==> src/include/sdram_cfg.svh <==
`ifndef SDRAM_CFG_SVH
`define SDRAM_CFG_SVH

// Timing counts in CLK cycles
`define SDRAM_T_RCD   3
`define SDRAM_T_RP    3
`define SDRAM_T_RAS   6
`define SDRAM_T_RC    9
`define SDRAM_T_MRD   2
`define SDRAM_T_INIT  20     // Short power-up wait for simulation
`define SDRAM_T_REF   200

`define SDRAM_CAS     3
// Output register, CAS, capture register, alignment register
`define SDRAM_READ_LATENCY (`SDRAM_CAS + 3)

`define SDRAM_REQ_DEPTH 4    // Also the host's starting credits

// Widths
`define SDRAM_DATA_W      16
`define SDRAM_TAG_W       8
`define SDRAM_BANK_W      2
`define SDRAM_ROW_W       13
`define SDRAM_COL_W       9
`define SDRAM_HOST_ADDR_W (`SDRAM_BANK_W + `SDRAM_ROW_W + `SDRAM_COL_W)

`endif
==> src/hw/sdram_pkg.sv <==
`default_nettype none

package sdram_pkg;

`include "sdram_cfg.svh"

    typedef logic [`SDRAM_DATA_W-1:0]      sdram_data_t;
    typedef logic [`SDRAM_TAG_W-1:0]       sdram_tag_t;
    typedef logic [`SDRAM_HOST_ADDR_W-1:0] host_addr_t;   // {bank, row, col}
    typedef logic [`SDRAM_ROW_W-1:0]       sdram_row_t;
    typedef logic [`SDRAM_BANK_W-1:0]      sdram_bank_t;

    // Commands from the scheduler to the pin stage
    typedef enum logic [2:0] {
        OP_NOP,
        OP_REF,
        OP_PRE,
        OP_ACT,
        OP_WRITE,
        OP_READ,
        OP_MRS
    } sdram_op_t;

    typedef enum logic [3:0] {
        INIT_WAIT,
        INIT_PRE,
        INIT_REF,
        INIT_MRS,
        IDLE,
        ACTIVATE,
        ACCESS,
        PRECHARGE,
        REFRESH
    } sched_state_t;

endpackage

`default_nettype wire

==> src/hw/sdram_cmd_sched.sv <==
`timescale 1ns/10ps
`default_nettype none

`include "sdram_cfg.svh"

module sdram_cmd_sched
    import sdram_pkg::*;
(
    input  logic        CLK,
    input  logic        rst_n,
    input  logic        req_valid,
    input  logic        req_write,
    input  host_addr_t  req_addr,
    input  sdram_data_t req_wdata,
    input  sdram_tag_t  req_tag,
    output logic        credit_return,
    output sdram_op_t   op,
    output sdram_bank_t bank,
    output sdram_row_t  row_addr,
    output sdram_data_t wdata,
    output logic        rd_issue,
    output sdram_tag_t  rd_issue_tag
);

localparam int PTR_W   = $clog2(`SDRAM_REQ_DEPTH);
localparam int CNT_W   = 16;
localparam int RAS_GAP = (`SDRAM_T_RAS > `SDRAM_T_RCD) ? (`SDRAM_T_RAS - `SDRAM_T_RCD) : 1;

// Burst length 1, sequential, CAS in A6..A4
localparam sdram_row_t MODE_WORD = {6'b000000, 3'(`SDRAM_CAS), 4'b0000};

sched_state_t state;

// ************************************************************
// Request queue
// ************************************************************
logic [`SDRAM_REQ_DEPTH-1:0] q_write;
host_addr_t  q_addr  [`SDRAM_REQ_DEPTH];
sdram_data_t q_wdata [`SDRAM_REQ_DEPTH];
sdram_tag_t  q_tag   [`SDRAM_REQ_DEPTH];

logic [PTR_W-1:0] wr_ptr;
logic [PTR_W-1:0] rd_ptr;
logic [PTR_W:0]   q_count;
host_addr_t       head_addr;

always_ff @(posedge CLK) begin
    if (req_valid) begin
        q_write[wr_ptr] <= req_write;
        q_addr[wr_ptr]  <= req_addr;
        q_wdata[wr_ptr] <= req_wdata;
        q_tag[wr_ptr]   <= req_tag;
    end
end

// Credits keep the queue from overflowing
always_ff @(posedge CLK) begin
    if (!rst_n) begin
        wr_ptr  <= '0;
        rd_ptr  <= '0;
        q_count <= '0;
    end else begin
        if (req_valid)
            wr_ptr <= wr_ptr + 1'b1;
        if (credit_return)
            rd_ptr <= rd_ptr + 1'b1;
        q_count <= q_count + (PTR_W+1)'(req_valid) - (PTR_W+1)'(credit_return);
    end
end

assign head_addr = q_addr[rd_ptr];

// Request being served
logic                    cur_write;
sdram_bank_t             cur_bank;
logic [`SDRAM_COL_W-1:0] cur_col;
sdram_data_t             cur_wdata;
sdram_tag_t              cur_tag;

always_ff @(posedge CLK) begin
    if (credit_return) begin
        cur_write <= q_write[rd_ptr];
        cur_bank  <= head_addr[`SDRAM_HOST_ADDR_W-1 -: `SDRAM_BANK_W];
        cur_col   <= head_addr[`SDRAM_COL_W-1:0];
        cur_wdata <= q_wdata[rd_ptr];
        cur_tag   <= q_tag[rd_ptr];
    end
end

// ************************************************************
// Refresh countdown
// ************************************************************
logic [CNT_W-1:0] ref_cnt;
logic             ref_due;

always_ff @(posedge CLK) begin
    if (!rst_n) begin
        ref_cnt <= CNT_W'(`SDRAM_T_REF);
        ref_due <= 1'b0;
    end else begin
        if (state == REFRESH)
            ref_due <= 1'b0;
        if (ref_cnt == '0) begin
            ref_cnt <= CNT_W'(`SDRAM_T_REF);
            ref_due <= 1'b1;     // Wins over the clear above
        end else begin
            ref_cnt <= ref_cnt - 1'b1;
        end
    end
end

// ************************************************************
// Command FSM
// ************************************************************
logic [CNT_W-1:0] wait_cnt;
logic             wait_done;
logic             init_ref_done;

assign wait_done = (wait_cnt == '0);

// A command goes out when wait_cnt is zero, then reloads it with gap-1
always_ff @(posedge CLK) begin
    if (!rst_n) begin
        state         <= INIT_WAIT;
        wait_cnt      <= CNT_W'(`SDRAM_T_INIT);
        init_ref_done <= 1'b0;
    end else begin
        if (!wait_done)
            wait_cnt <= wait_cnt - 1'b1;
        case (state)
            INIT_WAIT: if (wait_done) state <= INIT_PRE;
            INIT_PRE: begin
                wait_cnt <= CNT_W'(`SDRAM_T_RP - 1);
                state    <= INIT_REF;
            end
            INIT_REF: if (wait_done) begin
                wait_cnt      <= CNT_W'(`SDRAM_T_RC - 1);
                init_ref_done <= 1'b1;
                if (init_ref_done)
                    state <= INIT_MRS;   // Second refresh
            end
            INIT_MRS: if (wait_done) begin
                wait_cnt <= CNT_W'(`SDRAM_T_MRD - 1);
                state    <= IDLE;
            end
            IDLE: if (wait_done) begin
                if (ref_due)
                    state <= REFRESH;
                else if (q_count != '0)
                    state <= ACTIVATE;
            end
            ACTIVATE: begin
                wait_cnt <= CNT_W'(`SDRAM_T_RCD - 1);
                state    <= ACCESS;
            end
            ACCESS: if (wait_done) begin
                wait_cnt <= CNT_W'(RAS_GAP - 1);  // Holds PRE off until tRAS
                state    <= PRECHARGE;
            end
            PRECHARGE: if (wait_done) begin
                wait_cnt <= CNT_W'(`SDRAM_T_RP - 1);
                state    <= IDLE;
            end
            REFRESH: begin
                wait_cnt <= CNT_W'(`SDRAM_T_RC - 1);
                state    <= IDLE;
            end
            default: state <= IDLE;
        endcase
    end
end

always_comb begin
    op            = OP_NOP;
    bank          = cur_bank;
    row_addr      = sdram_row_t'(cur_col);   // A10 low, no auto precharge
    wdata         = cur_wdata;
    rd_issue      = 1'b0;
    credit_return = 1'b0;
    case (state)
        INIT_PRE: op = OP_PRE;
        INIT_REF: if (wait_done) op = OP_REF;
        INIT_MRS: if (wait_done) begin
            op       = OP_MRS;
            bank     = '0;
            row_addr = MODE_WORD;
        end
        ACTIVATE: begin
            op            = OP_ACT;
            bank          = head_addr[`SDRAM_HOST_ADDR_W-1 -: `SDRAM_BANK_W];
            row_addr      = head_addr[`SDRAM_COL_W +: `SDRAM_ROW_W];
            credit_return = 1'b1;    // Pop
        end
        ACCESS: if (wait_done) begin
            op       = cur_write ? OP_WRITE : OP_READ;
            rd_issue = !cur_write;
        end
        PRECHARGE: if (wait_done) op = OP_PRE;
        REFRESH:   op = OP_REF;
        default: ;
    endcase
end

assign rd_issue_tag = cur_tag;

endmodule

`default_nettype wire

==> config.mk <==
export PLATFORM = sky130hd
export DESIGN_NAME = sdram_cmd_sched
export DESIGN_NICKNAME = d
export VERILOG_FILES = /design/src/hw/sdram_pkg.sv /design/src/hw/sdram_cmd_sched.sv
export VERILOG_INCLUDE_DIRS = /design/src /design/src/include
export SDC_FILE = /design/constraint.sdc
export NUM_CORES = 1
export LEC_CHECK = 0
export ABC_AREA = 1
export BUFFER_PORTS_ARGS = -buffer_cell sky130_fd_sc_hd__buf_2
export CORE_UTILIZATION = 51
export CTS_CLUSTER_DIAMETER = 150
export DETAILED_ROUTE_END_ITERATION = 10
export HOLD_SLACK_MARGIN = 0.1
export PLACE_DENSITY = 0.73
export SLEW_MARGIN = 20
export SYNTH_ARGS = -nofsm -noshare
export SYNTH_HDL_FRONTEND = slang
export SYNTH_SLANG_ARGS = --single-unit
==> constraint.sdc <==
create_clock -name CLK -period 4.2 [get_ports CLK]
set_clock_uncertainty 0.05 [all_clocks]
set_input_delay 0.21 -clock CLK [delete_from_list [all_inputs] [get_ports CLK]]
set_output_delay 0.21 -clock CLK [all_outputs]
set_load 0.02 [all_outputs]
# Yosys cells after proc, flatten, opt, wreduce, memory -nomap -nowiden

Memories as Yosys holds them, arrays and structs flattened. A register that Yosys moved wholly into a read port is not among the register bits.
Index checks and enable logic that the tools add are counted.

$add $sub $neg: 6
Magnitude comparators: 3
Equal/unequal tests: 15
Mux-type cells: 38
Bitwise gates (word level): 1
Reductions and logical operators: 13

Operators by type and width:

| kind                                                                   | number |
|---|---|
| 16-bit case mux with 5 select lines                                    | 1 |
| 16-bit 2-to-1 mux                                                      | 4 |
| 16-bit logical NOT                                                     | 2 |
| 4-bit 2-to-1 mux                                                       | 8 |
| 16-bit by 1-bit subtractor with 16-bit output (second input constant)  | 2 |
| 4-bit case mux with 7 select lines                                     | 1 |
| 13-bit case mux with 2 select lines                                    | 1 |
| 3-bit case mux with 7 select lines                                     | 1 |
| 4-bit by 3-bit equality test with 1-bit output (second input constant) | 4 |
| 1-bit 2-to-1 mux                                                       | 11 |
| 2-bit != test (second input constant)                                  | 5 |
| 9-bit 2-to-1 mux                                                       | 1 |
| 4-bit by 2-bit equality test with 1-bit output (second input constant) | 2 |
| 2-bit 2-to-1 mux                                                       | 4 |
| 2-bit OR reduction                                                     | 4 |
| 7-bit AND reduction                                                    | 1 |
| 2-bit by 3-bit < comparator with 1-bit output (second input constant)  | 2 |
| 3-bit 2-to-1 mux                                                       | 2 |
| 2-bit by 1-bit adder with 2-bit output (second input constant)         | 2 |
| 4-bit bitwise mux                                                      | 1 |
| 4-bit by 1-bit equality test with 1-bit output (second input constant) | 1 |
| 4-bit equality test (second input constant)                            | 1 |
| 4-bit logical NOT                                                      | 1 |
| 2-bit case mux with 2 select lines                                     | 1 |
| 13 further kinds                                                       | 13 |

Register bits after elaboration: 61
Bits in writable memories: 192
Output and inout port bits: 44
Word-level logic and storage cells: 91
Memories: 3

Memories:

| memory  | words | bits a word | read ports | clocked after Yosys merged registers in | write ports | line                  | source |
|---|---|---|---|---|---|---|---|
| q_addr  | 4     | 24          | 1          | 1                                       | 1           | sdram_cmd_sched.sv:38 | `` host_addr_t q_addr [`SDRAM_REQ_DEPTH]; `` |
| q_wdata | 4     | 16          | 1          | 1                                       | 1           | sdram_cmd_sched.sv:39 | `` sdram_data_t q_wdata [`SDRAM_REQ_DEPTH]; `` |
| q_tag   | 4     | 8           | 1          | 1                                       | 1           | sdram_cmd_sched.sv:40 | `` sdram_tag_t q_tag [`SDRAM_REQ_DEPTH]; `` |

# Logic depth before layout (Yosys ltp)

Word-level depth: 5
Gate-level depth with buffers: 11
Mapped depth without buffers: 10

# Least setup slack after synthesis

OpenSTA, ideal clock, no wires.

Path type: register to register
Start point: register state[3]
End point: register q_count[2]
Arrival: 2.118 ns
Setup slack: 1.914 ns
Stages on the path, launching flop included: 12
Buffers on the path: 1
Period minus slack after synthesis: 2.286 ns
Path through: dfxtp_1 inv_4 nand2_1 nor2_2 buf_6 ha_1 inv_1 ha_1 inv_1 fa_1 xnor2_1 nor2_1

Longest elaborated chain between the ends: 3

RTL lines:

| what                                           | line                   | source |
|---|---|---|
| start, declared                                | sdram_cmd_sched.sv:32  | `sched_state_t state;` |
| start signal, assigned                         | sdram_cmd_sched.sv:124 | `state <= INIT_WAIT;` |
| start signal, assigned                         | sdram_cmd_sched.sv:131 | `INIT_WAIT: if (wait_done) state <= INIT_PRE;` |
| start signal, assigned                         | sdram_cmd_sched.sv:134 | `state <= INIT_REF;` |
| 4-bit by 3-bit equality test with 1-bit output | sdram_cmd_sched.sv:180 | `case (state)` |
| 1-bit 2-to-1 mux                               | sdram_cmd_sched.sv:180 |  |
| named net credit_return                        | sdram_cmd_sched.sv:16  | `output logic credit_return,` |
| 3-bit by 1-bit subtractor with 3-bit output    | sdram_cmd_sched.sv:67  | `q_count <= q_count + (PTR_W+1)'(req_valid) - (PTR_W+1)'(credit_return);` |
| end signal, assigned                           | sdram_cmd_sched.sv:67  |  |
| end, declared                                  | sdram_cmd_sched.sv:44  | `logic [PTR_W:0] q_count;` |

The timed path passes the listed nets, and every way through them passes these cells.
A chain may end at the register's enable or synchronous reset.

# Final worst setup path

Start point: register wait_cnt[0]
End point: output row_addr[5]

Longest elaborated chain between the ends: 3

RTL lines:

| what                                | line                   | source |
|---|---|---|
| start, declared                     | sdram_cmd_sched.sv:115 | `logic [CNT_W-1:0] wait_cnt;` |
| start signal, assigned              | sdram_cmd_sched.sv:125 | `` wait_cnt <= CNT_W'(`SDRAM_T_INIT); `` |
| start signal, assigned              | sdram_cmd_sched.sv:129 | `wait_cnt <= wait_cnt - 1'b1;` |
| start signal, assigned              | sdram_cmd_sched.sv:133 | `` wait_cnt <= CNT_W'(`SDRAM_T_RP - 1); `` |
| 16-bit logical NOT                  | sdram_cmd_sched.sv:119 | `assign wait_done = (wait_cnt == '0);` |
| 9-bit 2-to-1 mux                    | sdram_cmd_sched.sv:183 | `INIT_MRS: if (wait_done) begin` |
| 13-bit case mux with 2 select lines | sdram_cmd_sched.sv:180 |  |
| end, declared                       | sdram_cmd_sched.sv:19  | `output sdram_row_t row_addr,` |

Every way passes these cells.

==> impl_metrics.json <==
{
  "grtUsageMet2_pct": 34.9,
  "num_io_pins": 96,
  "ir_worst_vdd_v": 0.000307,
  "yosysWarnings": 0,
  "async_flop_share_pct": 0,
  "die_x_um": 149,
  "ant_nets": 0,
  "worstHoldEndpoint": "q_addr[2][18]",
  "core-area_sq_um": 21200,
  "report.final.hold_viol_count": 0,
  "fp.dieH_um": 149,
  "fin_crit_sh_pct": 65.2,
  "cp_cell_sequence": "inv_1 > ha_1 > nand2_2 > nor2_1 > nand2_2 > inv_2 > nand2_2 > nand2_1 > nor2_1 > nor2_1 > buf_2",
  "drt_iter0_markers": 586,
  "max_cap_violations": 0,
  "final.setup.worst_slack_ns": 1.46,
  "synth.distinct_cells": 38,
  "slew_violations": 0,
  "place_hpwl_mm": 13.1,
  "leakage_nw": 4.93,
  "std_cell_rows": 53,
  "cts_buffers": 28,
  "cellPowerDensity_nw_per_um2": 496,
  "reg2reg_depth": 9,
  "synth_top_area_cell": "edfxtp_1",
  "grt_pass1_vias": 6998,
  "max_stage_delay_ns": 0.33,
  "drt-vias-per-instance": 5.31,
  "grt_max_degree": 53,
  "ff2ff_setup_slack_ns": 1.99,
  "p_total_mw": 6.54,
  "drc": 0,
  "finalNetCount": 1144,
  "synth_top_area_share_pct": 63.0,
  "overflow": 0,
  "antenna_found_initial": 0,
  "fin_setup_tns_ns": 0,
  "wl_per_cell_um": 16.6,
  "cts_tree": "built",
  "tightestPinTransition_ns": 1.13,
  "fp.dieArea_sq_um": 22300,
  "post_cts_resized": 0,
  "clock-sinks": 279,
  "gp_congestion": 0.892,
  "fmax_mhz": 365,
  "start_util_pct": 52.3,
  "setup_viol": 0,
  "synth_edf_count": 232,
  "ys_ff_latch": 279,
  "htree_num_levels": 1,
  "rsz0062_at_grt": "no",
  "hold_class": "in -> reg",
  "worst-path-stages": 11,
  "busiest_layer": "met2",
  "track_usage_pct": 20.6,
  "firstDrtPassIters": 5,
  "routed_wl_mm": 22.8,
  "clk_latency_ns": 0.53,
  "cpMaxStageDelayCell": "dfxtp_1",
  "cp_num_buf_inv": 3,
  "path_clk_slew_ns": 0.06,
  "drive_gt1_share_pct": 17.2,
  "clockRootBuffer": "clkbuf_16",
  "synth_flop_cell": "edfxtp_1",
  "n_antenna_cell": 0,
  "cp.required_ns": 3.94,
  "reg2reg_from": "state[0]",
  "synth_area_leaders": "edfxtp_1 (63%), dfxtp_1 (8.5%), nor2_1 (6.0%)",
  "crit_type": "reg -> out",
  "avgSynthCellArea_sq_um": 11.9,
  "ctsLongestPathBuffers": 3,
  "min_from": "req_addr[18]",
  "pre_cts_slack_ns": 2.01,
  "port_buffers": 95,
  "layout_min_cycle_time_ns": 2.74,
  "min_path_cells": 2,
  "critPathMaxFanout": 12,
  "use_met3_pct": 3.52,
  "vias": 7309,
  "use_met1_pct": 27.3,
  "rr_endpoint": "q_count[2]",
  "synth_fp_nets": 994,
  "startpoint_type": "flip-flop",
  "slew_headroom_pct": 24.7,
  "status": "completed",
  "syn_inst": 931,
  "crit_path_end_kind": "output pin",
  "grt_first_pass_wirelength_mm": 35.5,
  "netlist_area_sq_um": 11100,
  "synthToLayoutAreaGrowth_pct": 19.2,
  "arrival_ns": 2.48,
  "path_delay_family": "simple AND/OR/NAND/NOR gates",
  "seq_area_frac_synth_pct": 71.5
}
==> Yosys cell counts (8+ instances only) <==
cell type and instances:
edfxtp_1 232, nor2_1 176, nand2_1 120, o21ai_0 89
dfxtp_1 47, inv_1 40, o22ai_1 38, nand3_1 32
a21oi_1 28, clkbuf_1 25, nor2_2 11, ha_1 10
nand2_2 8, nor3_1 8, xnor2_1 8
==> metrics by stage <==
stage               hold WS (ns)  instances  utilization, %  cell area [sq um]
floorplan                  0.259        931               -              11100
global placement           0.374       1275            55.7              11800
detailed placement         0.376       1275            55.7              11800
CTS                        0.359       1377            62.3              13200
global route               0.369       1377            62.3              13200
finish                     0.373       1377            62.3              13200
==> cells by family (layout without fill, tap and decap cells) <==
logic type / count (synthesis) / count (layout) / synth area share (%)
XOR/XNOR: 14 / 14 / 1.11
buffers and inverters: 84 / 255 / 3.32
flip-flops: 279 / 279 / 71.5
AND/OR/NAND/NOR: 371 / 371 / 14.1
AO/OA/AOI/OAI: 172 / 172 / 8.65
adder cells (fa/ha/maj): 11 / 11 / 1.31
==> sequential cells by signal (all words and copies together) (netlist names), named ones only <==
name           count
cur_write          1
rd_issue_tag       8
q_addr            96
wr_ptr             2
q_tag             32
ref_cnt           16
rd_ptr             2
q_wdata           64
cur_col            9
q_write            4
state              4
q_count            3
ref_due            1
wait_cnt          16
wdata             16
cur_bank           2
init_ref_done      1
==> what timing repair did <==
action | CTS | global route
buffers inserted | 0 | 0
endpoints found under the hold margin | 210 | 0
hold buffers | 51 | 0
==> power breakdown <==
part,total [mW],switching (mW),internal [mW]
clock,2.37,0.997,1.37
combinational,0.907,0.584,0.323
sequential,3.27,0.0909,3.18
==> metal layers <==
metal / share of wire [%] / up-vias / wire, um
li1: - / 3578 / -
met1: 42 / 3479 / 9640
met2: 50 / 216 / 11300
met3: 6.1 / 36 / 1390
met4: 2.0 / 0 / 466
met5: 0 / - / 0
==> final cells by class <==
| cell class | instances | area [sq um] |
|---|---|---|
| clock inverters | 15 | 103 |
| clock buffers | 36 | 782 |
| well taps | 275 | 344 |
| flip-flops and latches | 279 | 7910 |
| multi-input cells | 568 | 2790 |
| repair buffers | 158 | 1080 |
| fillers | 1605 | 7980 |
| inverters | 46 | 175 |
==> how the worst max path moves through the flow <==
stage	startpoint	to	slack, ns
final	wait_cnt[0]	row_addr[5]	1.46
after global routing	wait_cnt[0]	row_addr[5]	1.28
after CTS	wait_cnt[0]	row_addr[5]	1.47
after detailed placement	wr_ptr[0]	q_addr[2][15]	2.01
after global placement	state[3]	q_count[2]	2.04
after floorplan	state[3]	q_count[2]	1.91
==> placed cells by master, fill, tap and decap left out, types with 12 or more instances in the layout <==
cell	netlist	routed
dlygate4sd3_1	0	51
nor2_1	176	176
o22ai_1	38	38
a21oi_1	28	28
inv_1	40	36
dfxtp_1	47	47
edfxtp_1	232	232
clkbuf_16	0	29
nand2_1	120	120
o21ai_0	89	89
nand3_1	32	32
buf_4	1	12
buf_2	4	95
(Power assumes the default switching activity.)
