$ cat config.mk
export PLATFORM = sky130hd
export DESIGN_NAME = sdram_read_return
export DESIGN_NICKNAME = d
export VERILOG_FILES = /design/src/hw/sdram_pkg.sv /design/src/hw/sdram_read_return.sv
export VERILOG_INCLUDE_DIRS = /design/src /design/src/include
export SDC_FILE = /design/constraint.sdc
export NUM_CORES = 1
export LEC_CHECK = 0
export ABC_AREA = 1
export BUFFER_PORTS_ARGS = -buffer_cell sky130_fd_sc_hd__buf_4
export CORE_UTILIZATION = 31
export DETAILED_ROUTE_END_ITERATION = 12
export GPL_ROUTABILITY_DRIVEN = 0
export PLACE_DENSITY_LB_ADDON = 0.12
export SLEW_MARGIN = 15
export SYNTH_ARGS = -nofsm -noshare
export SYNTH_HDL_FRONTEND = slang
export SYNTH_SLANG_ARGS = --single-unit
$ cat constraint.sdc
create_clock -name CLK -period 1.5 [get_ports CLK]
set_clock_uncertainty 0.15 [all_clocks]
set_input_delay 0.075 -clock CLK [delete_from_list [all_inputs] [get_ports CLK]]
set_output_delay 0.075 -clock CLK [all_outputs]
set_load 0.1 [all_outputs]
$ cat src/include/sdram_cfg.svh
`ifndef SDRAM_CFG_SVH
`define SDRAM_CFG_SVH

// Timing counts in CLK cycles
`define SDRAM_T_RCD   3
`define SDRAM_T_RP    3
`define SDRAM_T_RAS   6
`define SDRAM_T_RC    9
`define SDRAM_T_MRD   2
`define SDRAM_T_INIT  20     // Short power-up wait for simulation
`define SDRAM_T_REF   200

`define SDRAM_CAS     3
// Output register, CAS, capture register, alignment register
`define SDRAM_READ_LATENCY (`SDRAM_CAS + 3)

`define SDRAM_REQ_DEPTH 4    // Also the host's starting credits

// Widths
`define SDRAM_DATA_W      16
`define SDRAM_TAG_W       8
`define SDRAM_BANK_W      2
`define SDRAM_ROW_W       13
`define SDRAM_COL_W       9
`define SDRAM_HOST_ADDR_W (`SDRAM_BANK_W + `SDRAM_ROW_W + `SDRAM_COL_W)

`endif
$ cat src/hw/sdram_pkg.sv
`default_nettype none

package sdram_pkg;

`include "sdram_cfg.svh"

    typedef logic [`SDRAM_DATA_W-1:0]      sdram_data_t;
    typedef logic [`SDRAM_TAG_W-1:0]       sdram_tag_t;
    typedef logic [`SDRAM_HOST_ADDR_W-1:0] host_addr_t;   // {bank, row, col}
    typedef logic [`SDRAM_ROW_W-1:0]       sdram_row_t;
    typedef logic [`SDRAM_BANK_W-1:0]      sdram_bank_t;

    // Commands from the scheduler to the pin stage
    typedef enum logic [2:0] {
        OP_NOP,
        OP_REF,
        OP_PRE,
        OP_ACT,
        OP_WRITE,
        OP_READ,
        OP_MRS
    } sdram_op_t;

    typedef enum logic [3:0] {
        INIT_WAIT,
        INIT_PRE,
        INIT_REF,
        INIT_MRS,
        IDLE,
        ACTIVATE,
        ACCESS,
        PRECHARGE,
        REFRESH
    } sched_state_t;

endpackage

`default_nettype wire

$ cat src/hw/sdram_read_return.sv
`timescale 1ns/10ps
`default_nettype none

`include "sdram_cfg.svh"

module sdram_read_return
    import sdram_pkg::*;
(
    input  logic        CLK,
    input  logic        rst_n,
    input  logic        rd_issue,
    input  sdram_tag_t  rd_issue_tag,
    input  sdram_data_t dq_capture,
    output logic        rd_valid,
    output sdram_tag_t  rd_tag,
    output sdram_data_t rd_data
);

localparam int LAT = `SDRAM_READ_LATENCY;

logic [LAT-1:0] vld_pipe;
sdram_tag_t     tag_pipe [LAT];
sdram_data_t    data_q;

// One entry per cycle, so several reads can be in flight
always_ff @(posedge CLK) begin
    if (!rst_n)
        vld_pipe <= '0;
    else
        vld_pipe <= {vld_pipe[LAT-2:0], rd_issue};
end

always_ff @(posedge CLK) begin
    tag_pipe[0] <= rd_issue_tag;
    for (int i = 1; i < LAT; i++)
        tag_pipe[i] <= tag_pipe[i-1];
    data_q <= dq_capture;     // Alignment stage
end

assign rd_valid = vld_pipe[LAT-1];
assign rd_tag   = tag_pipe[LAT-1];
assign rd_data  = data_q;

endmodule

`default_nettype wire

# After elaboration in Yosys (flattened, before gate mapping)

Memories as Yosys holds them, arrays and structs flattened.
Cells that the tools add are included.

Flip-flop bits (word level): 22
RAM bits: 48
Input port bits: 27
Output and inout bits: 25
Word-level logic and storage cells: 3
Memories kept: 1

Memories:

| memory   | depth | width | read ports | clocked after Yosys merged registers in | write ports | RTL line                | RTL |
|---|---|---|---|---|---|---|---|
| tag_pipe | 6     | 8     | 6          | 0                                       | 6           | sdram_read_return.sv:22 | `sdram_tag_t tag_pipe [LAT];` |

# Logic depth before layout (Yosys ltp)

Gate-level depths: netlist of the first run.

Word-level depth: 0
Gate-level depth with buffers: 2
Depth with buffers taken out: 2

# Worst setup path after synthesis of the first run

OpenSTA, ideal clock, no wires.

Path kind: flip-flop to output port
Start: register data_q[0] (netlist: rd_data[0])
End: output port rd_data[0]
Arrival: 0.909 ns
Required time: 1.275 ns
Path slack: 0.366 ns
Cell stages (with the launch flop): 1
Path through: dfxtp_1

RTL lines:

| what                     | RTL line                | RTL |
|---|---|---|
| start: declaration       | sdram_read_return.sv:23 | `sdram_data_t data_q;` |
| start signal: assignment | sdram_read_return.sv:37 | `data_q <= dq_capture;` |
| end: declaration         | sdram_read_return.sv:16 | `output sdram_data_t rd_data` |

No word-level cell between the ends.

# Final worst setup path of the first run

Start: input port rst_n
End: register vld_pipe[0]

RTL lines:

| what                   | RTL line                | RTL |
|---|---|---|
| start: declaration     | sdram_read_return.sv:10 | `input logic rst_n,` |
| end signal: assignment | sdram_read_return.sv:30 | `vld_pipe <= {vld_pipe[LAT-2:0], rd_issue};` |
| end: declaration       | sdram_read_return.sv:21 | `logic [LAT-1:0] vld_pipe;` |

No word-level cell between the ends.

==> results.txt, run 1 <==
At the pin with the least slew margin, the transition time is 283 ps. The die is 70.3 um wide. By area the synthesized netlist is led by sky130_fd_sc_hd__dfxtp_1, sky130_fd_sc_hd__inv_1, sky130_fd_sc_hd__nand2_1.

The synthesized design devotes to its leading area cell type 96.9% of total area. The final layout contains routed wiring with a total length of 2.03 mm. Buffers inserted during clock tree synthesis total 9. Post-route minimum period: 1350 ps. For the sequential element share of the synthesized area, the log shows 96.9%. The remaining design rule violation count was 0; the chip height was 70.3 um.

Entering global routing, the biggest net connects 11 pins. Synthesis inferred 70 register bits. The final layout contains 198 nets. The flow ran to the end, and the final reports show no timing, DRC or antenna violations.

In this run the worst hold path is classified as reg -> reg. STA puts the critical path data arrival time at 1410 ps. The clock-pin transition on the worst setup and hold timing paths is 60 ps, and the number of gates given a new drive strength after cts is 0. For the CTS H-tree depth, the log shows 3. The largest area contributor in the netlist is sky130_fd_sc_hd__dfxtp_1. In this run the count of I/O pins placed on the die edge is 52. Adding up every negative setup slack in the final design gives 0 ps. In this run the cell area of the synthesized design comes to 0.00145 sq mm. The number of buffer cells added on primary ports is 51, and the latest clock arrival within the worst-skew pair is 320 ps.

The tools report the critical path startpoint as rst_n. STA classifies the critical path startpoint as an input port. The initial utilization of the core area, before any placement, comes to 32.8%. The number of vias in the routed layout is 828, and the area occupied by multi-input gates is 22.5 sq um.

The leakage power of the design came out at 1.09 nW. The origin of the worst min-delay path was tag_pipe[4][1]. Before antenna repair, the detailed router went through 4 iterations. Counting every sink on the clock net gives 70. The post-detailed-placement half-perimeter wirelength was 1.13 mm; the average cell area after synthesis was 17.6 sq um. The worst register-to-register path begins at vld_pipe[4].

The netlist uses 3 different library cells. Endpoint type of the worst setup path: a flop. The number of pins exceeding their max-slew limit in the final report is 0, and the global routing usage summed across all routing layers is 9.41%.

Along the worst path, the maximum fanout reaches 6. The logs give 3.22 mm for the wire length of the first global-routing pass and 380 for the filler cell count. On the worst path, the slowest cell contributes a delay of 550 ps.

The logs give 828 for the via count of the first global-routing pass and 0.838 mV for the worst ir drop on vdd. The cell with the biggest individual delay on the critical path was sky130_fd_sc_hd__dlygate4sd3_1. For this design the ratio of total power to cell area is 1550 mW/mm^2. The most common cell type on the critical path was sky130_fd_sc_hd__dlygate4sd3_1. The critical path goes through dlygate4sd3_1 -> buf_4 -> nand2_1 -> dlygate4sd3_1 -> inv_1. Clock tree synthesis selected as its root buffer the cell sky130_fd_sc_hd__clkbuf_8. Type of the worst setup path: in -> reg. The endpoint required time on the critical path came out at 1570 ps. Once detail routing completed, the nets flagged for antenna violations numbered 0. The buffer depth of the longest clock path was 2; the proportion of layout cells with a drive suffix above 1 was 36.2%. Synthesis produced 82 cells.

The core region area was 0.00441 sq mm. The average wire per standard cell works out to 9.00 um. The initial antenna violation count is 0. TritonCTS built the clock tree. Dividing the final minimum period by the clock period gives 89.7%. The worst pin sits at a relative slew slack of 81.3%. Yosys printed 0 warnings. The floorplan has 24 rows.

The layout-stage area growth over the synthesis result works out to 60.4%. In the post-route analysis, the smallest setup slack over all paths is 154 ps. The logs give 692 ps for the worst slack after detailed placement and 743 MHz for the maximum frequency from static timing analysis.

The repair_antennas step left the layout with diodes totalling 0. Registers take 0.00140 sq mm. The floorplan step defined a die boundary enclosing 0.00494 sq mm. The vias per cell is 3.66.

Setup repair after global routing left no endpoint under its margin. The count of endpoints failing hold in the final timing report was 0; the reported max-cap violation count was 0. The initial DRC count was 14. Setup violations remaining at the end of the flow were counted as 0. For this run the aggregate overflow at the end of global routing stands at 0.

The synthesized netlist net count came out at 109.
## synthesized netlist by cell type
master	n
sky130_fd_sc_hd__inv_1	6
sky130_fd_sc_hd__nand2_1	6
sky130_fd_sc_hd__dfxtp_1	70
## flip-flops by register name (all words and copies together), names as in the netlist
signal / cells
vld_pipe: 6
tag_pipe: 48
rd_data: 16
## logic make-up (layout without fill, tap and decap cells)
logic type             after synthesis  count (layout)  synth area share (%)
buffers and inverters                6              98                  1.56
flip-flops                          70              70                  96.9
AND/OR/NAND/NOR                      6               6                  1.56
## critical path: cells and delay by family
kind / cells / cell delay (ps)
simple gates: 1 / 50
buf+inv: 4 / 1280
## metal layers
metal  vias to the layer above  global-route usage, %  part of all wire [%]
met4                         0                   9.33                   2.5
met3                         4                   6.49                   9.1
met2                        39                   15.2                    51
met5                         -                      0                     0
met1                       363                   7.00                    37
li1                        422                      -                     -
## final timing paths
| path | to | depth (start not counted) | slack, ps |
|---|---|---|---|
| max | vld_pipe[0] | 5 | 150 |
| min | tag_pipe[5][1] | 0 | 180 |
| max reg2reg | vld_pipe[5] | 2 | 860 |
| min reg2reg | tag_pipe[5][1] | 0 | 180 |
## timing repair
| action | 4_1_cts | 5_1_grt |
|---|---|---|
| hold buffers | 27 | 0 |
| endpoints found under the hold margin | 30 | 0 |
| endpoints found under the setup margin | 0 | 0 |
| setup buffers | 0 | 0 |
## cell usage in the layout (no fill, tap or decap)
cell,count
sky130_fd_sc_hd__dfxtp_1,70
sky130_fd_sc_hd__buf_4,51
sky130_fd_sc_hd__dlygate4sd3_1,27
sky130_fd_sc_hd__clkbuf_8,10
sky130_fd_sc_hd__nand2_1,6
sky130_fd_sc_hd__inv_1,6
sky130_fd_sc_hd__clkinv_2,2
sky130_fd_sc_hd__clkbuf_1,2
## report_power, final
part | switching [mW] | internal [mW] | leakage (nW)
Clock | 0.573 | 0.622 | 0.0821
Combinational | 0.285 | 0.131 | 0.419
Sequential | 0.0200 | 1.96 | 0.589
Total | 0.878 | 2.71 | 1.09
## stage by stage
| stage | hold WS [ps] | power (mW) | utilization (%) | cells | cell area, sq um |
|---|---|---|---|---|---|
| after global placement | 29.5 | 2.37 | 42.9 | 185 | 1890 |
| after detailed placement | 30.4 | 2.38 | 42.9 | 185 | 1890 |
| after global routing | 181 | 3.75 | 52.6 | 226 | 2320 |
| final | 175 | 3.59 | 52.6 | 226 | 2320 |
| after CTS | 178 | 3.65 | 52.6 | 226 | 2320 |
| after floorplan | -47.3 | 2.27 | - | 82 | 1450 |
## layout make-up
cell class | count | share of cell area (%)
clock buffer | 12 | 6.26
multi-input combinational | 6 | 0.971
tap | 52 | 2.80
clock inverter | 2 | 0.432
sequential | 70 | 60.4
timing repair buffer | 78 | 28.2
inverter | 6 | 0.971
No activity file was read; power rests on OpenSTA's default activity.
==> inputs of run 2 (changes only) <==
PLACE_DENSITY_LB_ADDON = unset   (was 0.12)
==> results.txt, run 2 (synthesis gave the netlist of run 1 again) <==
The run finished with clean final reports. For the switching power, the log shows 942 uW (+7.3%). The highest fanout seen on the critical path was 6 (unchanged). The logs give 740 MHz (-0.39%) for the maximum frequency from static timing analysis and 1.09 nW (about the same) for the leakage power of the design. TritonCTS built the clock tree. The run gives 330 ps (about the same) as the latest clock arrival within the worst-skew pair. The starting density of the core was 32.8% (unchanged); the power density of the placed cells was 1610 mW/mm^2 (+4.2%). The total buffers and inverters traversed by the critical path works out to 4 (unchanged). The critical path is of the in -> reg type. The worst ir drop on vdd is 0.905 mV (+7.9%). The tools report the master cell of the clock root buffer as sky130_fd_sc_hd__clkbuf_8. The run gives 3 (-1) as the number of search-and-repair iterations in the first detailed-routing pass.

The vias per cell came out at 3.64 (-0.64%). Commonest non-fill, non-tap cell in the layout: sky130_fd_sc_hd__dfxtp_1. The worst stage delay on the critical path works out to 560 ps (about the same). Pin count of the biggest net entering global routing: 13 (+2). The area growth from synthesis to layout is 62.9%. The total met3 wirelength after detailed routing was 158 um (-14%). In this design, the critical path's most frequently occurring cell is sky130_fd_sc_hd__dlygate4sd3_1. The post-route fraction of the period consumed by the critical path came out at 90.1% (+0.35 points). The critical path goes through dlygate4sd3_1 -> buf_4 -> nand2_1 -> dlygate4sd3_1 -> inv_1. Die footprint: 0.00494 sq mm (unchanged).

The die outline width came out at 70.3 um (unchanged). The total global routing overflow is 0 (unchanged), and the share of total power in the clock network is 36.9% (+3.6 points). The logs give 830 (+0.24%) for the number of vias in the routed layout and 1430 ps (+20 ps) for the arrival time of the worst setup path. The number of flip-flops under the largest register name is 48 (unchanged).

The run gives 185 (unchanged) as the number of cells after detailed placement. The worst slew slack as a fraction of its limit was 81.2% (about the same); the transition at the pin with the smallest max-transition slack was 284 ps (+0.793 ps). The number of clock sinks seen by CTS is 70 (unchanged), and the count of endpoints failing hold in the final timing report is 0 (unchanged). The clock-pin transition on the worst setup and hold timing paths is 70 ps (about the same). Highest routed metal layer: met4. The length of routed wiring on met1 was 746 um (-0.80%). The reported max-cap violation count was 0 (unchanged). The run gives 3 (unchanged) as the CTS H-tree depth. The run gives 0 (unchanged) as the number of diodes added for antenna fixing. Via count of the first global-routing pass: 849 (+2.5%).

The proportion of layout cells with a drive suffix above 1 was 36.9% (+0.72 points). The critical path startpoint category is an input port. tag_pipe holds more flip-flops than any other register. The non-filler instance count after layout came out at 228 (+0.88%). STA classifies the critical path endpoint as a flop. The buffer depth of the longest clock path is 2 (unchanged), and the number of nets in the layout is 198 (unchanged). Remaining number of nets flagged by the antenna check after routing: 0 (unchanged).

The met2 layer wire length in the routed design was 1.25 mm (+20%). The total number of placement rows was 24 (unchanged); the post-detailed-placement half-perimeter wirelength was 1.23 mm (+9.3%). The number of top-level pins is 52 (unchanged). The initial DRC count was 9 (-5); the average wire per standard cell was 9.98 um (+11%). Setup repair after global routing left no endpoint under its margin.

The worst hold path belongs to the class reg -> reg. The relative contribution of combinational cells to total power is 11.1% (-0.5 points). Global routing usage summed across all routing layers: 10.7% (+1.3 points). The internal power came out at 2.85 mW (+5.4%). The logs give 0 ps (unchanged) for the final setup TNS and 0 (unchanged) for the number of pins exceeding their max-slew limit in the final report. The wire length of the first global-routing pass was 3.68 mm (+14%); the wire length after detailed routing was 2.28 mm (+12%). The tools report the remaining design rule violation count as 0 (unchanged). The number of buffer cells added on primary ports came out at 51 (unchanged). For the core region area, the log shows 0.00441 sq mm (unchanged). For the initial antenna violation count, the log shows 0 (unchanged).

The final setup violation count is 0 (unchanged). Chip height: 70.3 um (unchanged). The number of buffers inserted during clock tree synthesis is 9 (unchanged).

The utilization of the core after routing was 53.4% (+0.82 points). The top cell types in the final layout, fill and taps aside, are sky130_fd_sc_hd__dfxtp_1, sky130_fd_sc_hd__buf_4, sky130_fd_sc_hd__dlygate4sd3_1. The post-route minimum period works out to 1350 ps (+5.23 ps). The net switching share of the total power works out to 24.8% (+0.35 points).

Broken down by cell family, the worst path's largest delay share belongs to buffers and inverters. The cell with the biggest individual delay on the critical path was sky130_fd_sc_hd__dlygate4sd3_1. The number of gates given a new drive strength after cts is 0 (unchanged), and the portion of total power attributed to sequential cells is 52.0% (-3.1 points).

The tools report the endpoint required time on the critical path as 1580 ps (about the same).
[run 2: stage by stage]
stage / area (sq um) / hold WS (ps) / power [mW] / worst slack [ps]
after floorplan: 1450 / -47.3 / 2.27 / 366
after global placement: 1890 / 29.2 / 2.37 / 701
after detailed placement: 1890 / 30.6 / 2.38 / 677
after CTS: 2360 / 175 / 3.85 / 215
after global routing: 2360 / 179 / 3.95 / 141
final: 2360 / 177 / 3.79 / 149
[run 2: path summary, 6_finish.rpt]
check	startpoint	end	slack, ps	cells after the start
hold reg to reg	tag_pipe[1][7]	tag_pipe[2][7]	180	0
hold / removal	tag_pipe[1][7]	tag_pipe[2][7]	180	0
setup reg to reg	vld_pipe[2]	vld_pipe[3]	850	2
setup / recovery	rst_n	vld_pipe[0]	150	5
[run 2: what timing repair did]
action / CTS / global route
endpoints found under the setup margin: 0 / 0
setup buffers: 0 / 0
hold buffers: 27 / 0
endpoints found under the hold margin: 30 / 0
[run 2: area by class of cell]
cell class                 instances  area [sq um]
fill                             364          2060
sequential                        70          1400
timing repair buffer              78           653
clock buffer                      11           131
tap                               52          65.1
clock inverter                     5          60.1
multi-input combinational          6          22.5
inverter                           6          22.5
[run 2: routing by layer]
metal | vias to the layer above | global-route usage, %
li1 | 423 | -
met1 | 357 | 8.44
met2 | 39 | 17.6
met3 | 11 | 5.63
met4 | 0 | 12.0
met5 | - | 0
[run 2: power by group through the flow]
stage	Sequential, mW	Combinational (mW)	Clock [mW]
2_1_floorplan	2.26	0.00272	0
3_3_place_gp	2.01	0.359	0
3_5_place_dp	2.02	0.362	0
4_1_cts	1.98	0.418	1.45
5_1_grt	1.98	0.431	1.54
6_report	1.97	0.420	1.40
==> inputs of run 3 (changes only) <==
BUFFER_PORTS_ARGS = unset   (was -buffer_cell sky130_fd_sc_hd__buf_4)
DONT_BUFFER_PORTS = 1   (was unset)
==> results.txt, run 3 (synthesis gave the netlist of run 1 again) <==
The die footprint came out at 0.00494 sq mm (unchanged). The run gives 52 (unchanged) as the number of top-level pins. The number of buffer cells added on primary ports is 0 (-100%), and the final setup TNS is 0 ps (unchanged). The signal on the critical path passes through buf_4. The worst slew slack as a fraction of its limit was 81.2% (about the same). The run gives 0 (unchanged) as the reported max-cap violation count. The global routing usage summed across all routing layers is 9.72% (-1.0 points). The arrival time of the worst setup path came out at 930 ps (-500 ps). Register with the most flip-flops: tag_pipe. The number of buffers inserted during clock tree synthesis was 9 (unchanged); the via count of the first global-routing pass was 744 (-12%). For the total global routing overflow, the log shows 0 (unchanged). The run gives 868 uW (-7.8%) as the switching power. The power density of the placed cells is 1690 mW/mm^2 (+4.8%), and the proportion of layout cells with a drive suffix above 1 is 25.0% (-12 points).

The logs give 0 (unchanged) for the number of gates given a new drive strength after cts and 34.8% (-2.1 points) for the share of total power in the clock network. The logs give 171 (-14%) for the number of nets in the layout and 1270 ps (-310 ps) for the endpoint required time on the critical path. The setup path with the least slack is of type reg -> out.

For the initial antenna violation count, the log shows 0 (unchanged). The endpoint type of the worst setup path is an output port. Setup repair after global routing left no endpoint under its margin.

The tools report the critical path startpoint category as a flop. The number of flip-flops under the largest register name is 48 (unchanged), and the transition at the pin with the smallest max-transition slack is 284 ps (+0.524 ps). For the number of clock sinks seen by CTS, the log shows 70 (unchanged). The wire length of the first global-routing pass is 3.19 mm (-13%), and the post-route minimum period is 1160 ps (-193 ps). The area occupied by multi-input gates was 22.5 sq um (unchanged); the net switching share of the total power was 24.2% (-0.65 points). Grouping stages by cell kind, the critical path spends the most delay in flip-flops. The initial DRC count came out at 22 (+13).

In the layout the commonest cells are sky130_fd_sc_hd__dfxtp_1, sky130_fd_sc_hd__dlygate4sd3_1, sky130_fd_sc_hd__buf_4. The post-route fraction of the period consumed by the critical path works out to 77.2% (-13 points). The logs give 320 ps (about the same) for the latest clock arrival within the worst-skew pair and 11 (-2) for the pin count of the biggest net entering global routing. Clock-pin transition on the worst setup and hold timing paths: 60 ps (about the same).

The worst slack after detailed placement was 690 ps (+13.2 ps); the post-detailed-placement half-perimeter wirelength was 1.16 mm (-5.8%). The average wire per standard cell came out at 10.1 um (+0.97%). The run gives 24 (unchanged) as the total number of placement rows.

Setup slack after layout: 342 ps (+193 ps). The number of pins exceeding their max-slew limit in the final report was 0 (unchanged); the number of search-and-repair iterations in the first detailed-routing pass was 3 (unchanged). The total buffers and inverters traversed by the critical path was 1 (-3); the die outline width was 70.3 um (unchanged). The relative contribution of combinational cells to total power came out at 10.2% (-0.9 points). The logs give 3 (unchanged) for the CTS H-tree depth and 0 (unchanged) for the number of diodes added for antenna fixing. The buffer count from post-CTS setup fixing is 0 (unchanged), and the highest fanout seen on the critical path is 1 (-5). Quantity of hold-fixing buffers added after cts: 26 (-3.7%). Buffer depth of the longest clock path: 2 (unchanged). The run gives 0.00140 sq mm (unchanged) as the sequential cell area.

The tools report the final setup violation count as 0 (unchanged). The vias per cell works out to 3.61 (-0.97%). The portion of total power attributed to sequential cells is 55.0% (+3.0 points).

The layout-stage area growth over the synthesis result is 47.1%. The remaining design rule violation count came out at 0 (unchanged). The tools report the number of vias in the routed layout as 721 (-13%).

Worst stage delay on the critical path: 320 ps (-240 ps). The logs give 0.967 nW (-11%) for the leakage power of the design and 864 MHz (+17%) for the maximum frequency from static timing analysis. The flow ran to the end, and the final reports show no timing, DRC or antenna violations.

The chip height was 70.3 um (unchanged). Worst ir drop on vdd: 0.772 mV (-15%). Master cell of the clock root buffer: sky130_fd_sc_hd__clkbuf_8.

The core region area was 0.00441 sq mm (unchanged). The logs give 2.02 mm (-11%) for the wire length after detailed routing and 377 (+3.6%) for the filler cell count. The cell with the biggest individual delay on the critical path is sky130_fd_sc_hd__dfxtp_1. The count of endpoints failing hold in the final timing report came out at 0 (unchanged).

The run gives 32.8% (unchanged) as the starting density of the core. The path class of the tightest hold or removal check is in -> reg. TritonCTS built the clock tree.

The run gives 0 (unchanged) as the remaining number of nets flagged by the antenna check after routing. The commonest non-fill, non-tap cell in the layout is sky130_fd_sc_hd__dfxtp_1. For the internal power, the log shows 2.72 mW (-4.5%).
## run 3: path summary, 6_finish.rpt
check	startpoint	endpoint	slack [ps]	depth (start not counted)
setup reg to reg	vld_pipe[0]	vld_pipe[1]	850	2
hold reg to reg	tag_pipe[3][2]	tag_pipe[4][2]	170	0
hold / removal	rd_issue_tag[2]	tag_pipe[0][2]	150	1
setup / recovery	rd_data[13]	rd_data[13]	340	1
## run 3: power groups by stage
stage	Combinational, mW	Sequential (mW)	Clock, mW
final	0.366	1.98	1.25
after global routing	0.374	1.98	1.41
after CTS	0.366	1.98	1.29
after detailed placement	0.311	2.02	0
after global placement	0.311	2.01	0
after floorplan	0.00272	2.26	0
## run 3: stage by stage
| step | instances | util (%) | area, sq um | power [mW] | hold WS [ps] |
|---|---|---|---|---|---|
| 2_1_floorplan | 82 | - | 1450 | 2.27 | -47.3 |
| 3_3_place_gp | 159 | 38.5 | 1700 | 2.32 | -47.2 |
| 3_5_place_dp | 159 | 38.5 | 1700 | 2.33 | -47.2 |
| 4_1_cts | 200 | 48.2 | 2130 | 3.64 | 127 |
| 5_1_grt | 200 | 48.2 | 2130 | 3.76 | 119 |
| 6_report | 200 | 48.2 | 2130 | 3.59 | 145 |
## run 3: worst reg2reg max path, cell delays in order (launching register included)
cell	delay [ps]
sky130_fd_sc_hd__dfxtp_1	300
sky130_fd_sc_hd__nand2_1	60
sky130_fd_sc_hd__inv_1	40
## run 3: metal layers
metal,vias up,global-route usage (%),wire length (um)
li1,367,-,-
met1,316,7.02,668
met2,34,16.4,1120
met3,4,7.65,172
met4,0,7.33,49
met5,-,0,0
## run 3: layout make-up
cell class / count / area share (%)
flip-flops and latches: 70 / 65.9
inverters: 6 / 1.06
well taps: 52 / 3.06
multi-input cells: 6 / 1.06
repair buffers: 51 / 21.1
clock inverters: 1 / 0.235
clock buffers: 14 / 7.65
